[src/tdc_pkg.sv]
package tdc_pkg;

  // Synchronizer depth
  localparam int SYNC_STAGES = 2;

  // Register file geometry
  localparam int NUM_CFG    = 8;
  localparam int NUM_STATUS = 8;
  localparam int REG_WIDTH  = 8;
  localparam int ADDR_WIDTH = 3;

  // Measurement widths, fine count saturates at all ones
  localparam int COARSE_WIDTH = 32;
  localparam int FINE_WIDTH   = 9;
  localparam int FINE_MAX     = (1 << FINE_WIDTH) - 1;

  // SPI frame is command byte plus data byte
  localparam int FRAME_BITS    = 16;
  localparam int CMD_WRITE_BIT = 7;
  localparam int CMD_SPACE_BIT = 6;

  // Register spaces
  localparam logic SPACE_CFG    = 1'b0;
  localparam logic SPACE_STATUS = 1'b1;

  // Register map
  localparam int CFG_CTRL        = 0;
  localparam int CTRL_ENABLE_BIT = 0;
  localparam int STATUS_FINE_LO  = 4;
  localparam int STATUS_FINE_HI  = 5;
  localparam int STATUS_BUSY_BIT = 1;

  typedef logic [REG_WIDTH-1:0]  reg_t;
  typedef logic [ADDR_WIDTH-1:0] reg_addr_t;
  typedef reg_t [NUM_CFG-1:0]    cfg_regs_t;
  typedef reg_t [NUM_STATUS-1:0] status_regs_t;

  // Raw SPI pins, chip select active low
  typedef struct packed {
    logic cs_n;
    logic sclk;
    logic mosi;
    logic cpol;
    logic cpha;
  } spi_pins_t;

  typedef struct packed {
    logic start;
    logic stop;
    logic sampling;
  } tdc_pins_t;

  // Register access from the SPI side
  typedef struct packed {
    logic      we;
    logic      space;
    reg_addr_t addr;
    reg_t      wdata;
  } reg_req_t;

  typedef struct packed {
    logic [COARSE_WIDTH-1:0] coarse;
    logic [FINE_WIDTH-1:0]   fine;
    logic                    busy;
  } tdc_result_t;

endpackage

[src/reg_bank.sv]
`timescale 1ns/100ps

module reg_bank import tdc_pkg::*; (
  input  logic        clk,
  input  logic        rst,
  input  reg_req_t    req,
  input  tdc_result_t result,
  output reg_t        rd_data,
  output logic        enable,
  output cfg_regs_t   cfg_regs
);

  cfg_regs_t    cfg_q;
  status_regs_t status;

  // Configuration writes, status space is read only
  always_ff @(posedge clk) begin
    if (rst) begin
      cfg_q <= '0;
    end else if (req.we && req.space == SPACE_CFG) begin
      cfg_q[req.addr] <= req.wdata;
    end
  end

  // Status words from the TDC result
  always_comb begin
    status = '0;
    // Coarse count little endian in the low registers
    for (int i = 0; i < COARSE_WIDTH / REG_WIDTH; i++) begin
      status[i] = result.coarse[i*REG_WIDTH +: REG_WIDTH];
    end
    status[STATUS_FINE_LO] = result.fine[REG_WIDTH-1:0];
    // Top fine bit shares a register with busy
    status[STATUS_FINE_HI][FINE_WIDTH-REG_WIDTH-1:0] = result.fine[FINE_WIDTH-1:REG_WIDTH];
    status[STATUS_FINE_HI][STATUS_BUSY_BIT]          = result.busy;
  end

  // Read mux follows the latched SPI command
  always_comb begin
    if (req.space == SPACE_STATUS) begin
      rd_data = status[req.addr];
    end else begin
      rd_data = cfg_q[req.addr];
    end
  end

  assign enable   = cfg_q[CFG_CTRL][CTRL_ENABLE_BIT];
  assign cfg_regs = cfg_q;

endmodule

[src/spi_peripheral.sv]
`timescale 1ns/100ps

module spi_peripheral import tdc_pkg::*; (
  input  logic      clk,
  input  logic      rst,
  input  spi_pins_t pins,
  input  reg_t      rd_data,
  output reg_req_t  req,
  output logic      miso
);

  // Counter must reach FRAME_BITS itself
  localparam int CNT_WIDTH = $clog2(FRAME_BITS + 1);

  logic                 sclk_q;
  logic                 sclk_rise;
  logic                 sclk_fall;
  logic                 sample_edge;
  logic                 shift_edge;
  logic [CNT_WIDTH-1:0] bit_cnt;
  logic [CNT_WIDTH-1:0] first_shift;
  logic                 shift_active;
  logic                 cmd_write;
  logic                 load_pending;
  reg_t                 rx_shift;
  reg_t                 rx_next;
  reg_t                 tx_shift;

  // Edges of the synchronized sclk
  assign sclk_rise = pins.sclk & ~sclk_q;
  assign sclk_fall = ~pins.sclk & sclk_q;

  // Modes 0 and 3 sample on rising sclk
  // Modes 1 and 2 sample on falling sclk
  assign sample_edge = (pins.cpol == pins.cpha) ? sclk_rise : sclk_fall;
  assign shift_edge  = (pins.cpol == pins.cpha) ? sclk_fall : sclk_rise;

  // Byte as it stands after the current MOSI bit
  assign rx_next = {rx_shift[REG_WIDTH-2:0], pins.mosi};

  // With cpha 0 bit 7 is already out at load time
  assign first_shift = pins.cpha ? CNT_WIDTH'(REG_WIDTH) : CNT_WIDTH'(REG_WIDTH + 1);

  // Shift edges that move the read byte onto MISO
  assign shift_active = shift_edge && (bit_cnt >= first_shift) &&
                        (bit_cnt < CNT_WIDTH'(FRAME_BITS));

  // Frame control and register request
  always_ff @(posedge clk) begin
    if (rst) begin
      sclk_q       <= 1'b0;
      bit_cnt      <= '0;
      cmd_write    <= 1'b0;
      load_pending <= 1'b0;
      req          <= '0;
      miso         <= 1'b0;
    end else begin
      sclk_q       <= pins.sclk;
      req.we       <= 1'b0;
      load_pending <= 1'b0;
      if (pins.cs_n) begin
        // Deselected, any partial frame is dropped
        bit_cnt   <= '0;
        cmd_write <= 1'b0;
        miso      <= 1'b0;
      end else begin
        if (sample_edge && bit_cnt < CNT_WIDTH'(FRAME_BITS)) begin
          bit_cnt <= bit_cnt + 1'b1;
          // Command byte complete
          if (bit_cnt == CNT_WIDTH'(REG_WIDTH - 1)) begin
            cmd_write    <= rx_next[CMD_WRITE_BIT];
            req.space    <= rx_next[CMD_SPACE_BIT];
            req.addr     <= rx_next[ADDR_WIDTH-1:0];
            load_pending <= 1'b1;
          end
          // Data byte complete, one cycle write strobe
          if (bit_cnt == CNT_WIDTH'(FRAME_BITS - 1) && cmd_write) begin
            req.we    <= 1'b1;
            req.wdata <= rx_next;
          end
        end
        if (load_pending) begin
          // cpha 0 needs bit 7 before the next sample edge
          if (!pins.cpha) begin
            miso <= rd_data[REG_WIDTH-1];
          end
        end else if (shift_active) begin
          miso <= tx_shift[REG_WIDTH-1];
        end
      end
    end
  end

  // MOSI shifter
  always_ff @(posedge clk) begin
    if (!pins.cs_n && sample_edge) begin
      rx_shift <= rx_next;
    end
  end

  // MISO shifter, rd_data is valid once the address has settled
  always_ff @(posedge clk) begin
    if (load_pending) begin
      tx_shift <= pins.cpha ? rd_data : {rd_data[REG_WIDTH-2:0], 1'b0};
    end else if (shift_active) begin
      tx_shift <= {tx_shift[REG_WIDTH-2:0], 1'b0};
    end
  end

endmodule

[src/synchronizer.sv]
`timescale 1ns/100ps

module synchronizer import tdc_pkg::*; #(
  parameter type data_t = logic
) (
  input  logic  clk,
  input  logic  rst,
  input  data_t d,
  output data_t q
);

  // Flop chain, stage 0 sees the asynchronous input
  data_t stages [SYNC_STAGES];

  always_ff @(posedge clk) begin
    if (rst) begin
      stages <= '{default: '0};
    end else begin
      stages[0] <= d;
      for (int i = 1; i < SYNC_STAGES; i++) begin
        stages[i] <= stages[i-1];
      end
    end
  end

  // Last stage is safe to use in the clk domain
  assign q = stages[SYNC_STAGES-1];

endmodule

[src/tdc.sv]
`timescale 1ns/100ps

module tdc import tdc_pkg::*; (
  input  logic        clk,
  input  logic        rst,
  input  tdc_pins_t   pins,
  input  logic        enable,
  output tdc_result_t result
);

  // One cycle history for edge detection
  tdc_pins_t pins_q;
  logic      start_rise;
  logic      stop_rise;
  logic      sample_rise;
  logic      fine_full;

  assign start_rise  = pins.start & ~pins_q.start;
  assign stop_rise   = pins.stop & ~pins_q.stop;
  assign sample_rise = pins.sampling & ~pins_q.sampling;

  // Fine counter sticks at its top value
  assign fine_full = (result.fine == FINE_WIDTH'(FINE_MAX));

  always_ff @(posedge clk) begin
    if (rst) begin
      pins_q <= '0;
    end else begin
      pins_q <= pins;
    end
  end

  // Measurement window
  always_ff @(posedge clk) begin
    if (rst) begin
      result <= '0;
    end else if (!result.busy) begin
      // Idle, wait for an enabled start
      if (enable && start_rise) begin
        result.busy   <= 1'b1;
        result.coarse <= '0;
        result.fine   <= '0;
      end
    end else begin
      // Stop cycle still counts, so coarse equals the raw edge spacing
      result.coarse <= result.coarse + 1'b1;
      if (sample_rise && !fine_full) begin
        result.fine <= result.fine + 1'b1;
      end
      // Counters hold once busy drops
      if (stop_rise) begin
        result.busy <= 1'b0;
      end
    end
  end

endmodule

[src/tdc_spi_top.sv]
`timescale 1ns/100ps

module tdc_spi_top import tdc_pkg::*; (
  input  logic      clk,
  input  logic      rst,
  input  spi_pins_t spi_pins,
  input  tdc_pins_t tdc_pins,
  output logic      miso,
  output logic      busy,
  output cfg_regs_t cfg_regs
);

  // Synchronized pins
  spi_pins_t   spi_pins_sync;
  tdc_pins_t   tdc_pins_sync;

  // SPI to register bank
  reg_req_t    reg_req;
  reg_t        rd_data;

  // TDC side
  tdc_result_t tdc_result;
  logic        enable;

  synchronizer #(
    .data_t(spi_pins_t)
  ) spi_sync_i (
    .clk (clk),
    .rst (rst),
    .d   (spi_pins),
    .q   (spi_pins_sync)
  );

  synchronizer #(
    .data_t(tdc_pins_t)
  ) tdc_sync_i (
    .clk (clk),
    .rst (rst),
    .d   (tdc_pins),
    .q   (tdc_pins_sync)
  );

  spi_peripheral spi_peripheral_i (
    .clk     (clk),
    .rst     (rst),
    .pins    (spi_pins_sync),
    .rd_data (rd_data),
    .req     (reg_req),
    .miso    (miso)
  );

  reg_bank reg_bank_i (
    .clk      (clk),
    .rst      (rst),
    .req      (reg_req),
    .result   (tdc_result),
    .rd_data  (rd_data),
    .enable   (enable),
    .cfg_regs (cfg_regs)
  );

  tdc tdc_i (
    .clk    (clk),
    .rst    (rst),
    .pins   (tdc_pins_sync),
    .enable (enable),
    .result (tdc_result)
  );

  // Busy straight from the measurement FSM
  assign busy = tdc_result.busy;

endmodule

[config.mk]
export PLATFORM = sky130hd
export DESIGN_NAME = tdc_spi_top
export DESIGN_NICKNAME = d
export VERILOG_FILES = /design/src/tdc_pkg.sv /design/src/reg_bank.sv /design/src/spi_peripheral.sv /design/src/synchronizer.sv /design/src/tdc.sv /design/src/tdc_spi_top.sv
export SDC_FILE = /design/constraint.sdc
export NUM_CORES = 1
export LEC_CHECK = 0
export BUFFER_PORTS_ARGS = -buffer_cell sky130_fd_sc_hd__buf_2
export CAP_MARGIN = 30
export CELL_PAD_IN_SITES_DETAIL_PLACEMENT = 2
export CELL_PAD_IN_SITES_GLOBAL_PLACEMENT = 2
export CORE_ASPECT_RATIO = 0.5
export CORE_MARGIN = 2
export CORE_UTILIZATION = 37
export CTS_CLUSTER_DIAMETER = 40
export DETAILED_ROUTE_END_ITERATION = 10
export HOLD_SLACK_MARGIN = 0.12
export PLACE_DENSITY_LB_ADDON = 0.1
export SLEW_MARGIN = 20
export SYNTH_ARGS = -nofsm -noshare
export SYNTH_HDL_FRONTEND = slang
export SYNTH_SLANG_ARGS = --single-unit
[constraint.sdc]
create_clock -name clk -period 2.5 [get_ports clk]
set_clock_uncertainty 0.2 [all_clocks]
set_input_delay 0 -clock clk [delete_from_list [all_inputs] [get_ports clk]]
set_output_delay 0 -clock clk [all_outputs]
set_load 0.03 [all_outputs]
==> flow_metrics.tcl, run 1 <==
set metrics [dict create \
    grt_pass1_wl_um 39900 \
    ff2ff_path_depth 5 \
    place.gp.congestion 0.832 \
    use_met3 0.0478 \
    die_h_um 104 \
    vias 6379 \
    synth_common_cells "dfxtp_1, nor2_1, mux2i_1, nand2_1, clkbuf_1" \
    placed_area_mm2 0.00819 \
    cts_tree "yes" \
    synthCells 784 \
    track_usage 0.246 \
    clk_latency_ns 0.44 \
    cts_setup_buffers 0 \
    design.core.area_mm2 0.0195 \
    worstPathArrival_ns 2.54 \
    regArea_mm2 0.00340 \
    slowest_delay_ns 0.53 \
    min_path_type "reg2reg" \
    critPathLaunch "tdc_i.result[17]$_SDFFE_PP0P_" \
    drive_above_1_share 0.228 \
    yosysWarningCount 0 \
    ant_nets 0 \
    routed_wl_um 24900 \
    dp_cells 1109 \
    cp-start-kind "flip-flop" \
    ys.flop_type "dfxtp_1" \
    powerDensity_mw_per_mm2 602 \
    cts_made_buffers 17 \
    synth_edf_count 15 \
    numPortBuffers 75 \
    crit_chain "nand3_1 > or4_4 > or4_4 > or3_1 > a21oi_1" \
    hold_viol 0 \
    synth_top_area_frac 0.401 \
    grt_busiest_layer "met2" \
    clk_pin_slew_ns 0.07 \
    hold_depth 2 \
    start_util 0.378 \
    timing.final.crit_share 0.951 \
    slowest_stage "or4_4" \
    hold_start "tdc_sync_i.q[1]$_SDFF_PP0_" \
    grtUsageMet1 0.328 \
    grt_overflow 0 \
    cp-end-kind "flip-flop" \
    reg2reg_from "tdc_i.result[17]$_SDFFE_PP0P_" \
    peakVddDrop_mv 0.435 \
    p_leak_nw 3.51 \
    dp_hpwl_um 17000 \
    antenna_found_initial 0 \
    clockBufferDepth 2 \
    drv_cap 0 \
    die_x_um 203 \
    cts.sinks 162 \
    slew_violations 0 \
    worstPathMaxFanout 6 \
    synth_fp_nets 800 \
    route.detailed.drc 0 \
    worstPathRequired_ns 2.66 \
    status "finished, final reports clean" \
    dr.first_iter.drc_count 310 \
    multiInputGateArea_mm2 0.00371 \
    wl_per_cell_um 21.4 \
    htreeDepth 4 \
    worst_slew_pin_slew_ns 0.789 \
    fillers 2105 \
    synth_area_mm2 0.00735 \
    ios 76 \
    nNetsFinal 902 \
    final_cell_count_no_fill 1165 \
    synth-seq-cells 162 \
    fmax_ghz 0.421 \
    grtUsageMet2 0.406 \
    cpMostUsedCell "or4_4" \
    worst_slew_margin_rel 0.474 \
    setup_viol 0 \
    synthTopCellsByArea "dfxtp_1, mux2i_1, edfxtp_1" \
    num_antenna_cells 0 \
    rows 36 \
    grt_pass1_vias 6813 \
    yosysMostFrequentCell "dfxtp_1" \
    yosys.area.top_type "dfxtp_1" \
    syn_avg_cell_area_um2 9.37 \
    final_core_util 0.466 \
    synth_cell_types 58 \
    vias_per_cell 5.48 \
    period_minus_slack_ns 2.38 \
    path_class "reg2reg" \
    synth_seq_area_share 0.462 \
    clock-root-buffer "clkbuf_16" \
    dieArea_mm2 0.0211 \
    fin_area_mm2 0.00906 \
    syn2layout_area_growth_pct 23.3 \
    grt_max_degree 71 \
    synthArstFlopShare 0 \
    firstDrtPassIters 4 \
]
[worst paths after layout]
kind	endpoint	slack, ns
setup reg to reg	tdc_i.result[41]$_SDFFE_PP0P_	0.12
hold reg to reg	tdc_i.pins_q[1]$_SDFF_PP0_	0.23
hold / removal	tdc_i.pins_q[1]$_SDFF_PP0_	0.23
setup / recovery	tdc_i.result[41]$_SDFFE_PP0P_	0.12
[report_power, final]
part / switching, mW / total, mW / internal, mW
Sequential: 0.0127 / 2.65 / 2.64
Combinational: 0.0636 / 0.114 / 0.0507
Clock: 1.18 / 2.69 / 1.51
Total: 1.26 / 5.46 / 4.20
[routing by layer]
layer / vias up / routed length [um]
met2: 93 / 11800
met4: 0 / 303
met5: - / 0
met1: 3269 / 12000
li1: 2994 / -
met3: 23 / 745
[state kept, by name (all words and copies together), names as in the netlist]
name / cells
reg_bank_i.cfg_regs: 64
tdc_i.result: 42
spi_peripheral_i.req: 13
spi_peripheral_i.tx_shift: 8
spi_peripheral_i.rx_shift: 7
spi_peripheral_i.bit_cnt: 5
spi_sync_i.q: 5
spi_sync_i.stages: 5
tdc_i.pins_q: 3
tdc_sync_i.q: 3
tdc_sync_i.stages: 3
spi_peripheral_i.cmd_write: 1
spi_peripheral_i.load_pending: 1
spi_peripheral_i.miso: 1
spi_peripheral_i.sclk_q: 1
[layout by cell type, fill, tap and decap left out, types with 15 or more instances in the layout]
cell type | synthesis | routed
dfxtp_1 | 147 | 139
nor2_1 | 116 | 115
mux2i_1 | 77 | 77
buf_2 | 7 | 74
nand2_1 | 53 | 53
nand3_1 | 41 | 41
buf_4 | 1 | 40
a21oi_1 | 38 | 38
nor2b_1 | 29 | 29
dlygate4sd3_1 | 0 | 24
mux2_2 | 20 | 20
clkbuf_16 | 0 | 17
o21ai_0 | 15 | 15
edfxtp_1 | 15 | 15
[per-stage QoR]
step                      total power [mW]  setup WS (ns)  hold slack (ns)  setup TNS [ns]
after floorplan                       2.76         0.0505          -0.0718               0
after global placement                2.79          0.186          0.00864               0
after detailed placement              2.79          0.103           0.0241               0
after CTS                             5.51         0.0699            0.236               0
after global routing                  5.65        -0.0153            0.262         -0.0153
final                                 5.46          0.124            0.231               0
[critical path: cells and delay by family (launching register included)]
family          cells  cell delay (ns)
flops               1             0.42
compound gates      1             0.15
simple gates        4             1.53
[layout make-up]
cell class,instances,share of cell area
flip-flops and latches,162,0.376
inverters,13,0.00538
clock inverters,14,0.0171
well taps,266,0.0367
multi-input cells,551,0.410
clock buffers,18,0.0485
repair buffers,141,0.107
[logic make-up (layout without fill, tap and decap cells)]
group | Yosys count | after routing | share of synthesized area
XOR/XNOR | 10 | 10 | 0.0119
adder cells (fa/ha/maj) | 6 | 6 | 0.0102
buffers and inverters | 71 | 186 | 0.0380
flip-flops | 162 | 162 | 0.462
AND/OR/NAND/NOR | 323 | 323 | 0.220
AO/OA/AOI/OAI | 106 | 106 | 0.0952
multiplexers | 106 | 106 | 0.163
[repair_timing]
item,4_1_cts,5_1_grt
endpoints found under the setup margin,0,18
endpoints found under the hold margin,65,0
gates resized for setup,0,11
hold buffers,24,0
Power figures use the tool's default switching activity.
==> run 2: changes to the inputs <==
CAP_MARGIN = default   (was 30)
CORE_ASPECT_RATIO = 0.75   (was 0.5)
CORE_UTILIZATION = 40   (was 37)
clock period = 3 ns   (was 2.5 ns; I/O delays follow)
==> flow_metrics.tcl, run 2 (same netlist as run 1, synthesis figures left out) <==
set metrics [dict create \
    worstPathMaxFanout 14 \
    routed_wl_um 27300 \
    crit_cells 5 \
    cts_hold_buf 21 \
    ios 76 \
    worstPathRequired_ns 3.17 \
    setup_viol 0 \
    cts.sinks 162 \
    peakVddDrop_mv 0.298 \
    fin_area_mm2 0.00888 \
    clk_pin_slew_ns 0.07 \
    cts_setup_buffers 0 \
    grt_overflow 0 \
    pre_cts_ws_ns 0.427 \
    design.core.area_mm2 0.0178 \
    slew_violations 0 \
    numPortBuffers 75 \
    rsz0062_at_grt "no" \
    firstDrtPassIters 5 \
    dieArea_mm2 0.0195 \
    cp-end-kind "flip-flop" \
    cp-start-kind "flip-flop" \
    antenna_found_initial 0 \
    fin_ws_ns 0.351 \
    nNetsFinal 886 \
    final_core_util 0.498 \
    drv_cap 0 \
    period_minus_slack_ns 2.65 \
    slowest_stage "or4_4" \
    vias 6503 \
    clockBufferDepth 2 \
    dp_hpwl_um 18300 \
    htreeDepth 4 \
    vias_per_cell 5.78 \
    final_common_cell "dfxtp_1" \
    ant_nets 0 \
    drive_above_1_share 0.208 \
    grt_pass1_vias 7045 \
    finalPower_mw 4.70 \
    track_usage 0.287 \
    placed_area_mm2 0.00803 \
    status "finished, final reports clean" \
    cp_top_family "simple AND/OR/NAND/NOR gates" \
    cts.repair.resized 0 \
    timing.final.crit_share 0.883 \
    start_util 0.412 \
    dr.first_iter.drc_count 372 \
    hold_depth 3 \
    worst_slew_margin_rel 0.361 \
    num_antenna_cells 0 \
    cpMostUsedCell "or4_4" \
    die_h_um 121 \
    powerDensity_mw_per_mm2 529 \
    syn2layout_area_growth_pct 20.8 \
    crit_chain "nand3_2 > or4_4 > or4_4 > or3_1 > a21oi_1" \
    fmax_ghz 0.377 \
    worstPathArrival_ns 2.82 \
    crit_buf_inv 0 \
    wl_per_cell_um 24.3 \
    cts_made_buffers 17 \
    grt_pass1_wl_um 42200 \
    clk_latency_ns 0.45 \
    place.gp.congestion 0.851 \
    p_leak_nw 3.42 \
    worst_slew_pin_slew_ns 0.956 \
    r2r_setup_slack_ns 0.35 \
    rows 42 \
    ff2ff_path_depth 5 \
    clock-root-buffer "clkbuf_16" \
    final_cell_mix "dfxtp_1, nor2_1, mux2i_1, buf_2, nand2_1" \
    cts_tree "yes" \
    largest_reg_flops 64 \
    die_x_um 160 \
    route.detailed.drc 0 \
    min_path_type "in2reg" \
    hold_viol 0 \
    setup_tns_ns 0 \
    grt_max_degree 72 \
    path_class "reg2reg" \
    slowest_delay_ns 0.68 \
]
-- run 2: cell types whose count changed in the layout (fill, tap and decap cells not counted), moves of 2 or more --
cell | previous run | this run
buf_12 | 3 | 0
buf_4 | 40 | 30
clkinv_4 | 4 | 2
clkinvlp_4 | 3 | 0
dfxtp_1 | 139 | 145
dfxtp_2 | 8 | 2
dlygate4sd3_1 | 24 | 21
inv_6 | 2 | 5
-- run 2: per-stage QoR --
stage          hold slack (ns)  cells
2_1_floorplan          -0.0718    784
3_3_place_gp            0.0111   1072
3_5_place_dp            0.0193   1072
4_1_cts                  0.128   1125
5_1_grt                  0.165   1125
6_report                 0.127   1125
-- run 2: cell type report --
cell class,count,area (um2)
Fill cell,1878,8940
Multi-Input combinational cell,551,3690
Sequential cell,162,3400
Timing Repair Buffer,125,806
Clock buffer,19,443
Tap cell,242,303
Clock inverter,13,190
Inverter,13,48.8
-- run 2: worst paths after layout --
kind / startpoint / end
setup / recovery: tdc_i.result[19]$_SDFFE_PP0P_ / tdc_i.result[41]$_SDFFE_PP0P_
hold / removal: spi_pins[2] / spi_sync_i.stages[7]$_SDFF_PP0_
setup reg to reg: tdc_i.result[19]$_SDFFE_PP0P_ / tdc_i.result[41]$_SDFFE_PP0P_
hold reg to reg: tdc_sync_i.stages[4]$_SDFF_PP0_ / tdc_sync_i.q[1]$_SDFF_PP0_
-- run 2: worst min-delay path, delay by kind of cell --
family / cells / cell delay, ns
buf+inv: 2 / 0.60
simple gates: 1 / 0.12
-- run 2: metal layers --
metal  GRT usage  part of all wire  vias up
met5           0                 0        -
met4      0.0693             0.013        0
met3      0.0516             0.041       30
met2       0.479              0.48      151
met1       0.387              0.46     3360
li1            -                 -     2962
-- run 2: where the power goes --
part | switching (mW) | total, mW | internal, mW
sequential | 0.0115 | 2.21 | 2.20
clock | 1.03 | 2.40 | 1.37
combinational | 0.0544 | 0.0949 | 0.0405
==> run 3: changes to the inputs <==
MAX_ROUTING_LAYER = met4   (was default)
SETUP_SLACK_MARGIN = 0.5   (was default)
==> flow_metrics.tcl, run 3 (same netlist as run 1, synthesis figures left out) <==
set metrics [dict create \
    status "finished, final reports clean" \
    reg2reg_from "tdc_i.result[2]$_SDFFE_PP0P_" \
    finalPower_mw 4.70 \
    clock-root-buffer "clkbuf_16" \
    fmax_ghz 0.409 \
    rows 42 \
    setup_viol 0 \
    r2r-end "tdc_i.result[1]$_SDFFE_PP0P_" \
    firstDrtPassIters 5 \
    vias 6556 \
    die_x_um 160 \
    final_common_cell "dfxtp_1" \
    cp-start-kind "flip-flop" \
    path_class "reg2reg" \
    num_antenna_cells 0 \
    fin_ws_ns 0.553 \
    nNetsFinal 887 \
    pre_cts_ws_ns 0.427 \
    ant_nets 0 \
    ff2ff_path_depth 9 \
    period_minus_slack_ns 2.45 \
    hold_depth 3 \
    drv_cap 0 \
    grt_pass1_vias 7033 \
    final_cell_mix "dfxtp_1, nor2_1, mux2i_1, buf_2, nand2_1" \
    internal-power_mw 3.60 \
    final_core_util 0.503 \
    worstPathRequired_ns 3.09 \
    fillers 1863 \
    wl_per_cell_um 24.3 \
    cpMostUsedCell "nor2_1" \
    placed_area_mm2 0.00803 \
    route.detailed.drc 0 \
    dr.first_iter.drc_count 432 \
    worst_slew_margin_rel 0.438 \
    cts_tree "yes" \
    htreeDepth 4 \
    routed_wl_um 27400 \
    power_frac_comb 0.020 \
    slowest_stage "nor3_1" \
    p_leak_nw 3.44 \
    timing.final.crit_share 0.816 \
    cts.sinks 162 \
    clk_latency_ns 0.44 \
    vias_per_cell 5.82 \
    setup_tns_ns 0 \
    p_seq_frac 0.469 \
    p_switching_mw 1.10 \
    grt_max_degree 72 \
    fin_hold_ws_ns 0.128 \
    largest_reg_flops 64 \
    hold_start "spi_pins[2]" \
    p_sw_frac 0.234 \
    min_to "spi_sync_i.stages[7]$_SDFF_PP0_" \
    peakVddDrop_mv 0.297 \
    cts_made_buffers 17 \
    crit_chain "ha_1 > nand3_1 > nor2_1 > and3_1 > ha_1 > nor3_1 > nor2_1 > a21oi_1 > nor2_1" \
    r2r_setup_slack_ns 0.55 \
    cp-end-kind "flip-flop" \
    ios 76 \
    slowest_delay_ns 0.52 \
    dp_cells 1072 \
    slew_violations 0 \
    clockBufferDepth 2 \
    dp_hpwl_um 18300 \
    worst_slew_pin_slew_ns 0.840 \
    powerDensity_mw_per_mm2 524 \
    grt_overflow 0 \
    min_path_type "in2reg" \
    worstPathMaxFanout 5 \
    hold_viol 0 \
    numPortBuffers 75 \
    antenna_found_initial 0 \
    track_usage 0.295 \
    place.gp.congestion 0.864 \
    clockPowerShare 0.511 \
    start_util 0.412 \
    die_h_um 121 \
    final_cell_count_no_fill 1126 \
    syn2layout_area_growth_pct 22.1 \
    rsz0062_at_grt "yes" \
    grt_pass1_wl_um 42200 \
    dieArea_mm2 0.0195 \
    fin_area_mm2 0.00897 \
    design.core.area_mm2 0.0178 \
    clk_pin_slew_ns 0.07 \
    worstPathArrival_ns 2.54 \
    drive_above_1_share 0.232 \
]
run 3: worst max-delay path by stage:
| stage | from | endpoint | slack [ns] | depth (start not counted) |
|---|---|---|---|---|
| floorplan | tdc_i.result[0]$_SDFF_PP0_ | tdc_i.result[41]$_SDFFE_PP0P_ | 0.55 | 5 |
| finish | tdc_i.result[2]$_SDFFE_PP0P_ | tdc_i.result[1]$_SDFFE_PP0P_ | 0.55 | 9 |
| CTS | spi_sync_i.q[0]$_SDFF_PP0_ | spi_peripheral_i.tx_shift[5]$_DFFE_PP_ | 0.50 | 5 |
| detailed placement | tdc_i.result[19]$_SDFFE_PP0P_ | tdc_i.result[39]$_SDFFE_PP0P_ | 0.43 | 5 |
| global route | tdc_i.result[2]$_SDFFE_PP0P_ | tdc_i.result[8]$_SDFFE_PP0P_ | 0.38 | 10 |
| global placement | spi_peripheral_i.req[8]$_SDFFE_PP0P_ | spi_peripheral_i.tx_shift[7]$_DFFE_PP_ | 0.54 | 7 |
run 3: routing by layer:
| metal | up-vias | part of all wire | track usage | wire (um) |
|---|---|---|---|---|
| met5 | - | 0 | - | 0 |
| met3 | 32 | 0.044 | 0.0472 | 1200 |
| met2 | 165 | 0.48 | 0.480 | 13100 |
| met4 | 0 | 0.014 | 0.0760 | 385 |
| met1 | 3396 | 0.46 | 0.386 | 12700 |
| li1 | 2963 | - | - | - |
run 3: timing repair:
| item | in CTS | in global routing |
|---|---|---|
| resized for setup | 6 | 22 |
| gates cloned | 0 | 0 |
| hold buffers | 21 | 0 |
| buffers inserted | 1 | 0 |
| hold endpoints to repair | 63 | 0 |
| pin swaps | 1 | 0 |
| setup endpoints to repair | 13 | 32 |
run 3: cell type report:
class / count / area, um2 / area share
clock buffers: 19 / 443 / 0.0494
clock inverters: 13 / 190 / 0.0212
inverters: 13 / 48.8 / 0.00544
multi-input cells: 551 / 3740 / 0.417
flip-flops and latches: 162 / 3420 / 0.381
well taps: 242 / 303 / 0.0338
repair buffers: 126 / 821 / 0.0915
run 3: worst max-delay path: cells and delay by family (launching register included):
kind | cells | cell delay, ns
and+or+nand+nor | 6 | 1.10
adders and majority gates | 2 | 0.44
DFF | 1 | 0.36
AOI/OAI and AO/OA | 1 | 0.20
run 3: power by group through the flow:
stage / clock (mW) / combinational, mW / sequential (mW)
after floorplan: 0 / 0.0474 / 2.25
after CTS: 2.42 / 0.0944 / 2.21
after global routing: 2.51 / 0.104 / 2.21
after detailed placement: 0 / 0.0721 / 2.26
final: 2.40 / 0.0954 / 2.21
after global placement: 0 / 0.0690 / 2.25
